File: src/fetch_pkg.sv
package fetch_pkg;

  localparam int ADDR_W    = 16;
  localparam int INST_W    = 32;
  localparam int LINE_W    = 64;      // Two instructions per line
  localparam int OFFSET_W  = 3;
  localparam int IDX_W     = 5;
  localparam int TAG_W     = 8;
  localparam int NUM_LINES = 32;
  localparam int FB_DEPTH  = 8;
  localparam int MEM_TAG_W = 4;

  typedef logic [ADDR_W-1:0]    pc_t;
  typedef logic [INST_W-1:0]    inst_t;
  typedef logic [LINE_W-1:0]    line_t;
  typedef logic [IDX_W-1:0]     cache_idx_t;
  typedef logic [TAG_W-1:0]     cache_tag_t;
  typedef logic [MEM_TAG_W-1:0] mem_tag_t;   // Zero means no transaction

  localparam pc_t RESET_PC = 16'h0000;

  typedef enum logic [1:0] {
    BUS_NONE  = 2'h0,
    BUS_LOAD  = 2'h1,
    BUS_STORE = 2'h2   // Encoding only, no stores on this side
  } bus_cmd_e;

  typedef enum logic {
    MISS_IDLE = 1'b0,
    MISS_WAIT = 1'b1
  } miss_state_e;

  typedef struct packed {
    pc_t   pc;
    inst_t ir;
  } fetch_inst_t;

  // Slot 0 holds the older instruction
  typedef struct packed {
    logic [1:0]        count;
    fetch_inst_t [1:0] slot;
  } fb_push_t;

  typedef struct packed {
    logic       en;
    cache_idx_t idx;
    cache_tag_t tag;
    line_t      data;
  } icache_wr_t;

endpackage
File: src/fetch_top.sv
`timescale 1ns/1ps

module fetch_top (
  input  logic                   clock,
  input  logic                   rst_n,
  input  fetch_pkg::mem_tag_t    mem2proc_response,
  input  fetch_pkg::line_t       mem2proc_data,
  input  fetch_pkg::mem_tag_t    mem2proc_tag,
  input  logic                   redirect_en,
  input  fetch_pkg::pc_t         redirect_pc,
  input  logic                   inst_ready,
  output fetch_pkg::bus_cmd_e    proc2mem_command,
  output fetch_pkg::pc_t         proc2mem_addr,
  output fetch_pkg::fetch_inst_t inst_out,
  output logic                   inst_valid
);

  fetch_pkg::pc_t        fetch_addr;
  fetch_pkg::line_t      line;
  fetch_pkg::icache_wr_t fill;
  fetch_pkg::fb_push_t   push;
  logic                  hit;
  logic                  fetch_en;

  fetch_stage u_fetch_stage (
    .clock       (clock),
    .rst_n       (rst_n),
    .hit         (hit),
    .line        (line),
    .fetch_en    (fetch_en),
    .redirect_en (redirect_en),
    .redirect_pc (redirect_pc),
    .fetch_addr  (fetch_addr),
    .push        (push)
  );

  icache_ctrl u_icache_ctrl (
    .clock             (clock),
    .rst_n             (rst_n),
    .fetch_addr        (fetch_addr),
    .hit               (hit),
    .mem2proc_response (mem2proc_response),
    .mem2proc_data     (mem2proc_data),
    .mem2proc_tag      (mem2proc_tag),
    .proc2mem_command  (proc2mem_command),
    .proc2mem_addr     (proc2mem_addr),
    .fill              (fill)
  );

  icache_mem u_icache_mem (
    .clock      (clock),
    .rst_n      (rst_n),
    .fetch_addr (fetch_addr),
    .fill       (fill),
    .hit        (hit),
    .line       (line)
  );

  fetch_buffer u_fetch_buffer (
    .clock       (clock),
    .rst_n       (rst_n),
    .push        (push),
    .inst_ready  (inst_ready),
    .redirect_en (redirect_en),
    .fetch_en    (fetch_en),
    .inst_out    (inst_out),
    .inst_valid  (inst_valid)
  );

endmodule

File: src/fetch_buffer.sv
`timescale 1ns/1ps

module fetch_buffer (
  input  logic                   clock,
  input  logic                   rst_n,
  input  fetch_pkg::fb_push_t    push,
  input  logic                   inst_ready,
  input  logic                   redirect_en,   // Flushes all entries
  output logic                   fetch_en,
  output fetch_pkg::fetch_inst_t inst_out,
  output logic                   inst_valid
);

  typedef logic [$clog2(fetch_pkg::FB_DEPTH)-1:0]   ptr_t;
  typedef logic [$clog2(fetch_pkg::FB_DEPTH+1)-1:0] cnt_t;

  fetch_pkg::fetch_inst_t entries [fetch_pkg::FB_DEPTH];

  ptr_t head_q;
  ptr_t tail_q;
  ptr_t tail_plus1;
  cnt_t count_q;
  logic pop;
  logic wr0;
  logic wr1;

  assign inst_valid = (count_q != '0);
  assign inst_out   = entries[head_q];
  assign pop        = inst_valid && inst_ready;

  // Two free entries needed for a full line
  assign fetch_en = (count_q <= cnt_t'(fetch_pkg::FB_DEPTH - 2));

  assign tail_plus1 = tail_q + ptr_t'(1);
  assign wr0        = !redirect_en && (push.count != 2'd0);
  assign wr1        = !redirect_en && (push.count == 2'd2);

  always_ff @(posedge clock or negedge rst_n) begin
    if (!rst_n) begin
      head_q  <= '0;
      tail_q  <= '0;
      count_q <= '0;
    end else if (redirect_en) begin
      head_q  <= '0;
      tail_q  <= '0;
      count_q <= '0;
    end else begin
      if (pop) begin
        head_q <= head_q + ptr_t'(1);
      end
      tail_q  <= tail_q + ptr_t'(push.count);
      count_q <= count_q + cnt_t'(push.count) - cnt_t'(pop);
    end
  end

  // Pushes only land in free slots, so the head entry holds
  always_ff @(posedge clock) begin
    if (wr0) begin
      entries[tail_q] <= push.slot[0];
    end
    if (wr1) begin
      entries[tail_plus1] <= push.slot[1];
    end
  end

endmodule

File: src/fetch_stage.sv
`timescale 1ns/1ps

module fetch_stage (
  input  logic                clock,
  input  logic                rst_n,
  input  logic                hit,
  input  fetch_pkg::line_t    line,
  input  logic                fetch_en,      // Room for two in the buffer
  input  logic                redirect_en,
  input  fetch_pkg::pc_t      redirect_pc,
  output fetch_pkg::pc_t      fetch_addr,
  output fetch_pkg::fb_push_t push
);

  fetch_pkg::pc_t pc_q;
  fetch_pkg::pc_t line_base;
  fetch_pkg::pc_t next_line_pc;
  logic           do_push;
  logic           upper_only;

  assign fetch_addr = pc_q;

  // PC in the upper word of the line yields a single instruction
  assign upper_only = pc_q[2];
  assign do_push    = hit && fetch_en && !redirect_en;

  assign line_base    = {pc_q[fetch_pkg::ADDR_W-1:fetch_pkg::OFFSET_W],
                         {fetch_pkg::OFFSET_W{1'b0}}};
  assign next_line_pc = line_base + fetch_pkg::pc_t'(1 << fetch_pkg::OFFSET_W);

  always_comb begin
    if (do_push) begin
      push.count = upper_only ? 2'd1 : 2'd2;
    end else begin
      push.count = 2'd0;
    end
    push.slot[0].pc = pc_q;
    push.slot[0].ir = upper_only ? line[fetch_pkg::LINE_W-1:fetch_pkg::INST_W]
                                 : line[fetch_pkg::INST_W-1:0];
    push.slot[1].pc = line_base + fetch_pkg::pc_t'(4);   // Upper word
    push.slot[1].ir = line[fetch_pkg::LINE_W-1:fetch_pkg::INST_W];
  end

  always_ff @(posedge clock or negedge rst_n) begin
    if (!rst_n) begin
      pc_q <= fetch_pkg::RESET_PC;
    end else if (redirect_en) begin
      pc_q <= redirect_pc;
    end else if (do_push) begin
      pc_q <= next_line_pc;  // Sequential, no prediction
    end
  end

endmodule

File: src/icache_ctrl.sv
`timescale 1ns/1ps

module icache_ctrl (
  input  logic                   clock,
  input  logic                   rst_n,
  input  fetch_pkg::pc_t         fetch_addr,
  input  logic                   hit,
  input  fetch_pkg::mem_tag_t    mem2proc_response,  // Nonzero accepts the request
  input  fetch_pkg::line_t       mem2proc_data,
  input  fetch_pkg::mem_tag_t    mem2proc_tag,       // Tag of returning data
  output fetch_pkg::bus_cmd_e    proc2mem_command,
  output fetch_pkg::pc_t         proc2mem_addr,
  output fetch_pkg::icache_wr_t  fill
);

  fetch_pkg::miss_state_e state_q;
  fetch_pkg::miss_state_e state_d;
  fetch_pkg::mem_tag_t    wait_tag_q;
  fetch_pkg::pc_t         req_addr_q;
  logic                   armed_q;
  logic                   req;
  logic                   accepted;
  logic                   returned;

  // No request in the first cycle out of reset
  assign req      = armed_q && (state_q == fetch_pkg::MISS_IDLE) && !hit;
  assign accepted = req && (mem2proc_response != '0);
  assign returned = (state_q == fetch_pkg::MISS_WAIT) && (mem2proc_tag == wait_tag_q);

  assign proc2mem_command = req ? fetch_pkg::BUS_LOAD : fetch_pkg::BUS_NONE;
  assign proc2mem_addr    = {fetch_addr[fetch_pkg::ADDR_W-1:fetch_pkg::OFFSET_W],
                             {fetch_pkg::OFFSET_W{1'b0}}};  // Line base

  always_comb begin
    state_d = state_q;
    case (state_q)
      fetch_pkg::MISS_IDLE: begin
        if (accepted) begin
          state_d = fetch_pkg::MISS_WAIT;
        end
      end
      fetch_pkg::MISS_WAIT: begin
        if (returned) begin
          state_d = fetch_pkg::MISS_IDLE;
        end
      end
      default: begin
        state_d = fetch_pkg::MISS_IDLE;
      end
    endcase
  end

  always_ff @(posedge clock or negedge rst_n) begin
    if (!rst_n) begin
      state_q    <= fetch_pkg::MISS_IDLE;
      wait_tag_q <= '0;
      armed_q    <= 1'b0;
    end else begin
      state_q <= state_d;
      armed_q <= 1'b1;
      if (accepted) begin
        wait_tag_q <= mem2proc_response;
      end
    end
  end

  // Fill target stays fixed even if the PC moves on a redirect
  always_ff @(posedge clock) begin
    if (accepted) begin
      req_addr_q <= proc2mem_addr;
    end
  end

  always_comb begin
    fill.en   = returned;
    fill.idx  = req_addr_q[fetch_pkg::OFFSET_W +: fetch_pkg::IDX_W];
    fill.tag  = req_addr_q[fetch_pkg::ADDR_W-1 -: fetch_pkg::TAG_W];
    fill.data = mem2proc_data;
  end

endmodule

File: src/icache_mem.sv
`timescale 1ns/1ps

module icache_mem (
  input  logic                  clock,
  input  logic                  rst_n,
  input  fetch_pkg::pc_t        fetch_addr,   // Lookup address from fetch
  input  fetch_pkg::icache_wr_t fill,         // Line fill from controller
  output logic                  hit,
  output fetch_pkg::line_t      line
);

  logic [fetch_pkg::NUM_LINES-1:0] valid_q;
  fetch_pkg::cache_tag_t           tag_mem  [fetch_pkg::NUM_LINES];
  fetch_pkg::line_t                data_mem [fetch_pkg::NUM_LINES];

  fetch_pkg::cache_idx_t rd_idx;
  fetch_pkg::cache_tag_t rd_tag;

  // Address split: tag | index | offset
  assign rd_idx = fetch_addr[fetch_pkg::OFFSET_W +: fetch_pkg::IDX_W];
  assign rd_tag = fetch_addr[fetch_pkg::ADDR_W-1 -: fetch_pkg::TAG_W];

  assign hit  = valid_q[rd_idx] && (tag_mem[rd_idx] == rd_tag);
  assign line = data_mem[rd_idx];

  always_ff @(posedge clock or negedge rst_n) begin
    if (!rst_n) begin
      valid_q <= '0;
    end else if (fill.en) begin
      valid_q[fill.idx] <= 1'b1;
    end
  end

  // Fill overwrites tag and data of the indexed line
  always_ff @(posedge clock) begin
    if (fill.en) begin
      tag_mem[fill.idx]  <= fill.tag;
      data_mem[fill.idx] <= fill.data;
    end
  end

endmodule

File: config.mk
export PLATFORM = sky130hd
export DESIGN_NAME = fetch_top
export DESIGN_NICKNAME = d
export VERILOG_FILES = /design/src/fetch_pkg.sv /design/src/fetch_top.sv /design/src/fetch_buffer.sv /design/src/fetch_stage.sv /design/src/icache_ctrl.sv /design/src/icache_mem.sv
export SDC_FILE = /design/constraint.sdc
export NUM_CORES = 2
export LEC_CHECK = 0
export ABC_CLOCK_PERIOD_IN_PS = 8100
export BUFFER_PORTS_ARGS = -buffer_cell sky130_fd_sc_hd__buf_2
export CAP_MARGIN = 20
export CELL_PAD_IN_SITES_DETAIL_PLACEMENT = 1
export CELL_PAD_IN_SITES_GLOBAL_PLACEMENT = 2
export CORE_ASPECT_RATIO = 1.2
export CORE_MARGIN = 10
export CORE_UTILIZATION = 40
export CTS_BUF_LIST = sky130_fd_sc_hd__clkbuf_2 sky130_fd_sc_hd__clkbuf_4 sky130_fd_sc_hd__clkbuf_8
export DETAILED_ROUTE_END_ITERATION = 6
export GPL_TIMING_DRIVEN = 1
export PLACE_DENSITY_LB_ADDON = 0.25
export SYNTH_ARGS = -nofsm -noshare
export SYNTH_HDL_FRONTEND = slang
export SYNTH_HIERARCHICAL = 1
export SYNTH_SLANG_ARGS = --single-unit
File: constraint.sdc
create_clock -name clock -period 8.1 [get_ports clock]
set_input_delay 0 -clock clock [delete_from_list [all_inputs] [get_ports clock]]
set_output_delay 0 -clock clock [all_outputs]
set_load 0.01 [all_outputs]
Word-level counts from Yosys, hierarchy flattened

Memory sizes are Yosys's and may differ from the RTL's.
Index checks and enable logic that the tools add are counted.

$add $sub $neg: 7
Magnitude comparators: 4
Equality and inequality tests: 3
Mux-type cells: 23
Bitwise operators: 2
Reduce and logical (&&, ||, !) cells: 18

Operators with widths:

| operator              | count |
|---|---|
| $mux 16               | 2 |
| $mux 32               | 1 |
| $or 32x32->32         | 1 |
| $add 16x3->16 const B | 1 |
| $add 16x4->16 const B | 1 |
| $lt 5x6->1 const B    | 2 |
| $logic_and 1x1->1     | 11 |
| $mux 1                | 11 |
| $mux 3                | 3 |
| $eq 8x8->1            | 1 |
| $reduce_bool 4->1     | 2 |
| $add 3x1->3 const B   | 2 |
| $reduce_bool 2->1     | 3 |
| $bmux 1 s5            | 1 |
| $demux 1 s5           | 1 |
| $ge 5x1->1 const B    | 1 |
| $add 4x2->4           | 1 |
| $eq 4x4->1            | 1 |
| $le 4x3->1 const B    | 1 |
| $mux 2                | 2 |
| $mux 4                | 1 |
| $sub 4x1->4           | 1 |
| $add 3x2->3           | 1 |
| $eq 2x2->1 const B    | 1 |
| other kinds (3)       | 4 |

Flip-flop bits (word level): 77
Bits in writable memories: 2,688
Input port bits: 92
Output and inout bits: 67
Logic and storage cells: 69
Memories kept: 3

Memory list:

| memory                 | depth | bits a word | rd ports | clocked after Yosys merged registers in | write ports | RTL line           | text |
|---|---|---|---|---|---|---|---|
| u_icache_mem.data_mem  | 32    | 64          | 1        | 0                                       | 1           | icache_mem.sv:14   | `fetch_pkg::line_t data_mem [fetch_pkg::NUM_LINES];` |
| u_fetch_buffer.entries | 8     | 48          | 1        | 0                                       | 2           | fetch_buffer.sv:17 | `fetch_pkg::fetch_inst_t entries [fetch_pkg::FB_DEPTH];` |
| u_icache_mem.tag_mem   | 32    | 8           | 1        | 0                                       | 1           | icache_mem.sv:13   | `fetch_pkg::cache_tag_t tag_mem [fetch_pkg::NUM_LINES];` |

Longest topological paths before layout

Depth after elaboration: 10
Depth in mapped cells: 20
Gate-level depth less buffers: 16

By module

The synthesis kept the hierarchy.

Modules (own cells, without submodules):

| module       | instances | cells each | area an instance (um^2) |
|---|---|---|---|
| icache_mem   | 1         | 3,472      | 88,686.3 |
| fetch_buffer | 1         | 1,175      | 19,807.7 |
| fetch_stage  | 1         | 207        | 1,774.2 |
| icache_ctrl  | 1         | 120        | 1,321.3 |

Worst setup path before layout

OpenSTA, ideal clock, no wires.

Kind: register to register
Start: register u_fetch_stage.pc_q[6] (netlist: u_fetch_stage/fetch_addr[6])
End: memory u_fetch_buffer/entries[3][0] (netlist bit), enable pin
Data arrival time: 7.400 ns
Data required time: 7.580 ns
Slack: 0.181 ns
Stages on the path, launching flop included: 13
Path buffers: 2
Path through: dfrtp_1 -> clkbuf_1 -> buf_1 -> mux4_2 -> o211ai_1 -> nand4_1 -> or3_1 -> a211o_1 -> a2111oi_2 -> nand2_1 -> nor3b_1 -> o21ai_0 -> o21ai_0

RTL lines:

| element                | RTL line           | text |
|---|---|---|
| from (decl)            | fetch_stage.sv:15  | `fetch_pkg::pc_t pc_q;` |
| from (signal assigned) | fetch_stage.sv:46  | `pc_q <= fetch_pkg::RESET_PC;` |
| from (signal assigned) | fetch_stage.sv:48  | `pc_q <= redirect_pc;` |
| from (signal assigned) | fetch_stage.sv:50  | `pc_q <= next_line_pc;` |
| to (decl)              | fetch_buffer.sv:17 |  |

==> flow_summary.toml <==
[logic_synthesis]
async_flop_share = 0.0231
synth-compound-area-share = 0.00468
avgSynthCellArea_um2 = 22.4
synth_mux_area_frac = 0.214
synth-seq-cells = 2765
synth_xor_area_frac = 0.00194
synth.yosys.seq_area_share = 0.741
ys.flop_type = "edfxtp_1"
yosys_warnings = 6
synth.cell_area_mm2 = 0.112
synthCells = 4974
synth_fa_ha_area_frac = 0.00159
ys_types = 67
synth-edff-count = 2701
synthSimpleGateAreaFrac = 0.0149
synth_top_family_by_area = "multiplexers"

[clock_network]
cts_buffers = 432
post_cts_buffers = 0
clk_pin_slew_worst_paths_ps = 70
cts_buffer_depth = 4
cts_tree = "built"
cts_resized = 0
ctsHtreeMaxLevel = 5
root_buffer = "clkbuf_8"
clk_latency_ps = 1040
hold_buffers = 181
cts.sinks = 2765

[timing]
fin_crit_sh = 0.841
setup_violations = 0
skew_ps = 63.4
hold_viol_final = 0
slew_viol_final = 0
rsz0062_at_grt = "no"
worst_slew_pin_slew_ps = 1140
final.min_clock_period_ps = 6820
fmax_ghz = 0.147
slew_headroom = 0.239
final.setup.tns_ps = 0

[cells_and_area]
final_cell_mix = "edfxtp_1 (2701), mux4_2 (804), mux2_2 (485)"
nets = 5571
instances_no_fill = 9459
area_growth_pct = 13.5
layout_commonest_cell = "edfxtp_1"
seq_area_mm2 = 0.0827
drive_above_1_share = 0.401
multi_input_area_mm2 = 0.0269
n_fill_cell = 25100

[run_status]
outcome = "complete, no violations"

[worst_setup_path]
start_kind = "flop"
required_ps = 8800
setup.worst_path.end_class = "flop"
cp_max_fo = 59
crit_type = "flop to flop"
worstPathArrival_ps = 7520

[drt]
vias = 54100
viasPerCell = 5.72
dr.pass1.iters = 5
ant_nets = 0
drc_errors = 0
drtIter0Drc = 5554
wl_per_cell_um = 33.3
wirelength_mm = 315

[floorplanning]
core.rowCount = 212
fp.dieW_um = 502
core_mm2 = 0.278
dieArea_mm2 = 0.301
io_pins = 159
initial_utilization = 0.402
dieHeight_um = 599

[global_route]
grt_first_pass_wirelength_mm = 446
track_usage = 0.207
grt_pass1_vias = 58400
grt_max_degree = 136
antenna_found_initial = 45
grt_overflow = 0

[placed_design]
finalWeightedCongestion = 0.727
io_buffer_count = 154
dp_cells = 8484
dp_hpwl_mm = 155

[power]
power_density_mw_per_mm2 = 247
p_leak_uw = 0.0399
ir_worst_vdd_mv = 0.143

[worst_hold_path]
holdCritPathClass = "primary input to flop"

[run]
max_cap_viol_count = 0
## path summary, 6_finish.rpt
check / start / to / slack [ps] / cells past startpoint
setup / recovery: u_fetch_stage/fetch_addr[4] / u_fetch_buffer/entries[2][12] / 1280 / 14
hold / removal: mem2proc_data[26] / u_icache_mem/data_mem[31][26] / 80 / 2
setup reg to reg: u_fetch_stage/fetch_addr[4] / u_fetch_buffer/entries[2][12] / 1280 / 14
hold reg to reg: u_icache_mem/valid_q[23] / u_icache_mem/valid_q[23] / 460 / 1
max in group asynchronous: rst_n / u_fetch_stage/fetch_addr[2] / 7130 / 5
min in group asynchronous: rst_n / u_fetch_stage/fetch_addr[8] / 620 / 5
## cell usage after synthesis (5+ instances only)
cell type	instances	area share
a21oi_1	8	0.00036
a31oi_1	5	0.00028
buf_1	48	0.0016
buf_2	104	0.0047
buf_4	156	0.010
buf_6	10	0.0010
clkbuf_1	87	0.0029
dfrtp_1	64	0.014
edfxtp_1	2701	0.73
ha_1	11	0.0012
inv_1	17	0.00057
mux2_2	485	0.049
mux2i_1	27	0.0024
mux4_2	804	0.16
nand2_1	180	0.0061
nand3_1	17	0.00076
nand3b_1	5	0.00034
nand4_1	11	0.00062
nor2_1	52	0.0017
nor2b_1	16	0.00090
o21ai_0	20	0.00090
o21bai_1	5	0.00034
or2_2	36	0.0020
or3_1	6	0.00034
or4_1	6	0.00040
xnor2_1	6	0.00047
xor2_1	15	0.0012
## sequential cells by signal (all words and copies together) (netlist names)
name                      count
u_fetch_buffer/count_q        4
u_fetch_buffer/entries      384
u_icache_ctrl/state_q         1
u_icache_ctrl/armed_q         1
u_icache_mem/valid_q         32
u_fetch_stage/fetch_addr     16
u_icache_mem/tag_mem        256
u_fetch_buffer/tail_q         3
u_icache_ctrl/req_addr_q     13
u_fetch_buffer/head_q         3
u_icache_mem/data_mem      2048
u_icache_ctrl/wait_tag_q      4
## area by class of cell
class / instances / area share
antenna: 9 / 0.000178
inverter: 17 / 0.000504
multi-input combinational: 1790 / 0.212
sequential: 2765 / 0.653
clock inverter: 194 / 0.00881
tap: 3638 / 0.0359
clock buffer: 586 / 0.0566
timing repair buffer: 460 / 0.0322
## power by group
part,leakage [µW],switching (µW),internal (µW)
Combinational,0.0104,1860,1620
Clock,0.00438,5480,6040
Sequential,0.0251,218,16000
## through the flow
stage / hold WS, ps / util / total power, µW / setup slack [ps] / cell area (µm²)
6_report: 83.1 / 0.456 / 31200 / 1280 / 127000
5_1_grt: 99.2 / 0.456 / 32400 / 973 / 127000
4_1_cts: 0.317 / 0.455 / 31600 / 1210 / 127000
3_5_place_dp: 207 / 0.419 / 19900 / 1280 / 116000
3_3_place_gp: 201 / 0.419 / 19900 / 1270 / 116000
2_1_floorplan: -296 / - / 18800 / 181 / 112000
## cell families (layout without fill, tap and decap cells)
logic type / count (synthesis) / after routing
buffers and inverters: 423 / 1257
other: 4 / 17
AND/OR/NAND/NOR: 351 / 351
multiplexers: 1321 / 1321
AO/OA/AOI/OAI: 74 / 74
XOR/XNOR: 23 / 23
adder cells (fa/ha/maj): 13 / 13
flip-flops: 2765 / 2765
## critical path, cell delays in order (launching register included)
cell and delay, ps:
dfrtp_4 1060, buf_4 720, nor2_1 160, a2111oi_0 480, a21oi_1 140, xor2_1 190
a41oi_1 250, a2111oi_2 320, buf_4 230, nand2_1 270, nor3_1 310, nor4bb_1 830
nand3_4 570, o21ai_4 520, buf_4 340
## routing by layer
layer / GRT usage / up-vias / share of wire
met5: 0 / - / 0.00018
met4: 0.0481 / 10 / 0.020
met3: 0.0295 / 443 / 0.053
met2: 0.352 / 1743 / 0.50
met1: 0.283 / 30100 / 0.42
li1: - / 21800 / -
(Power assumes the default switching activity.)
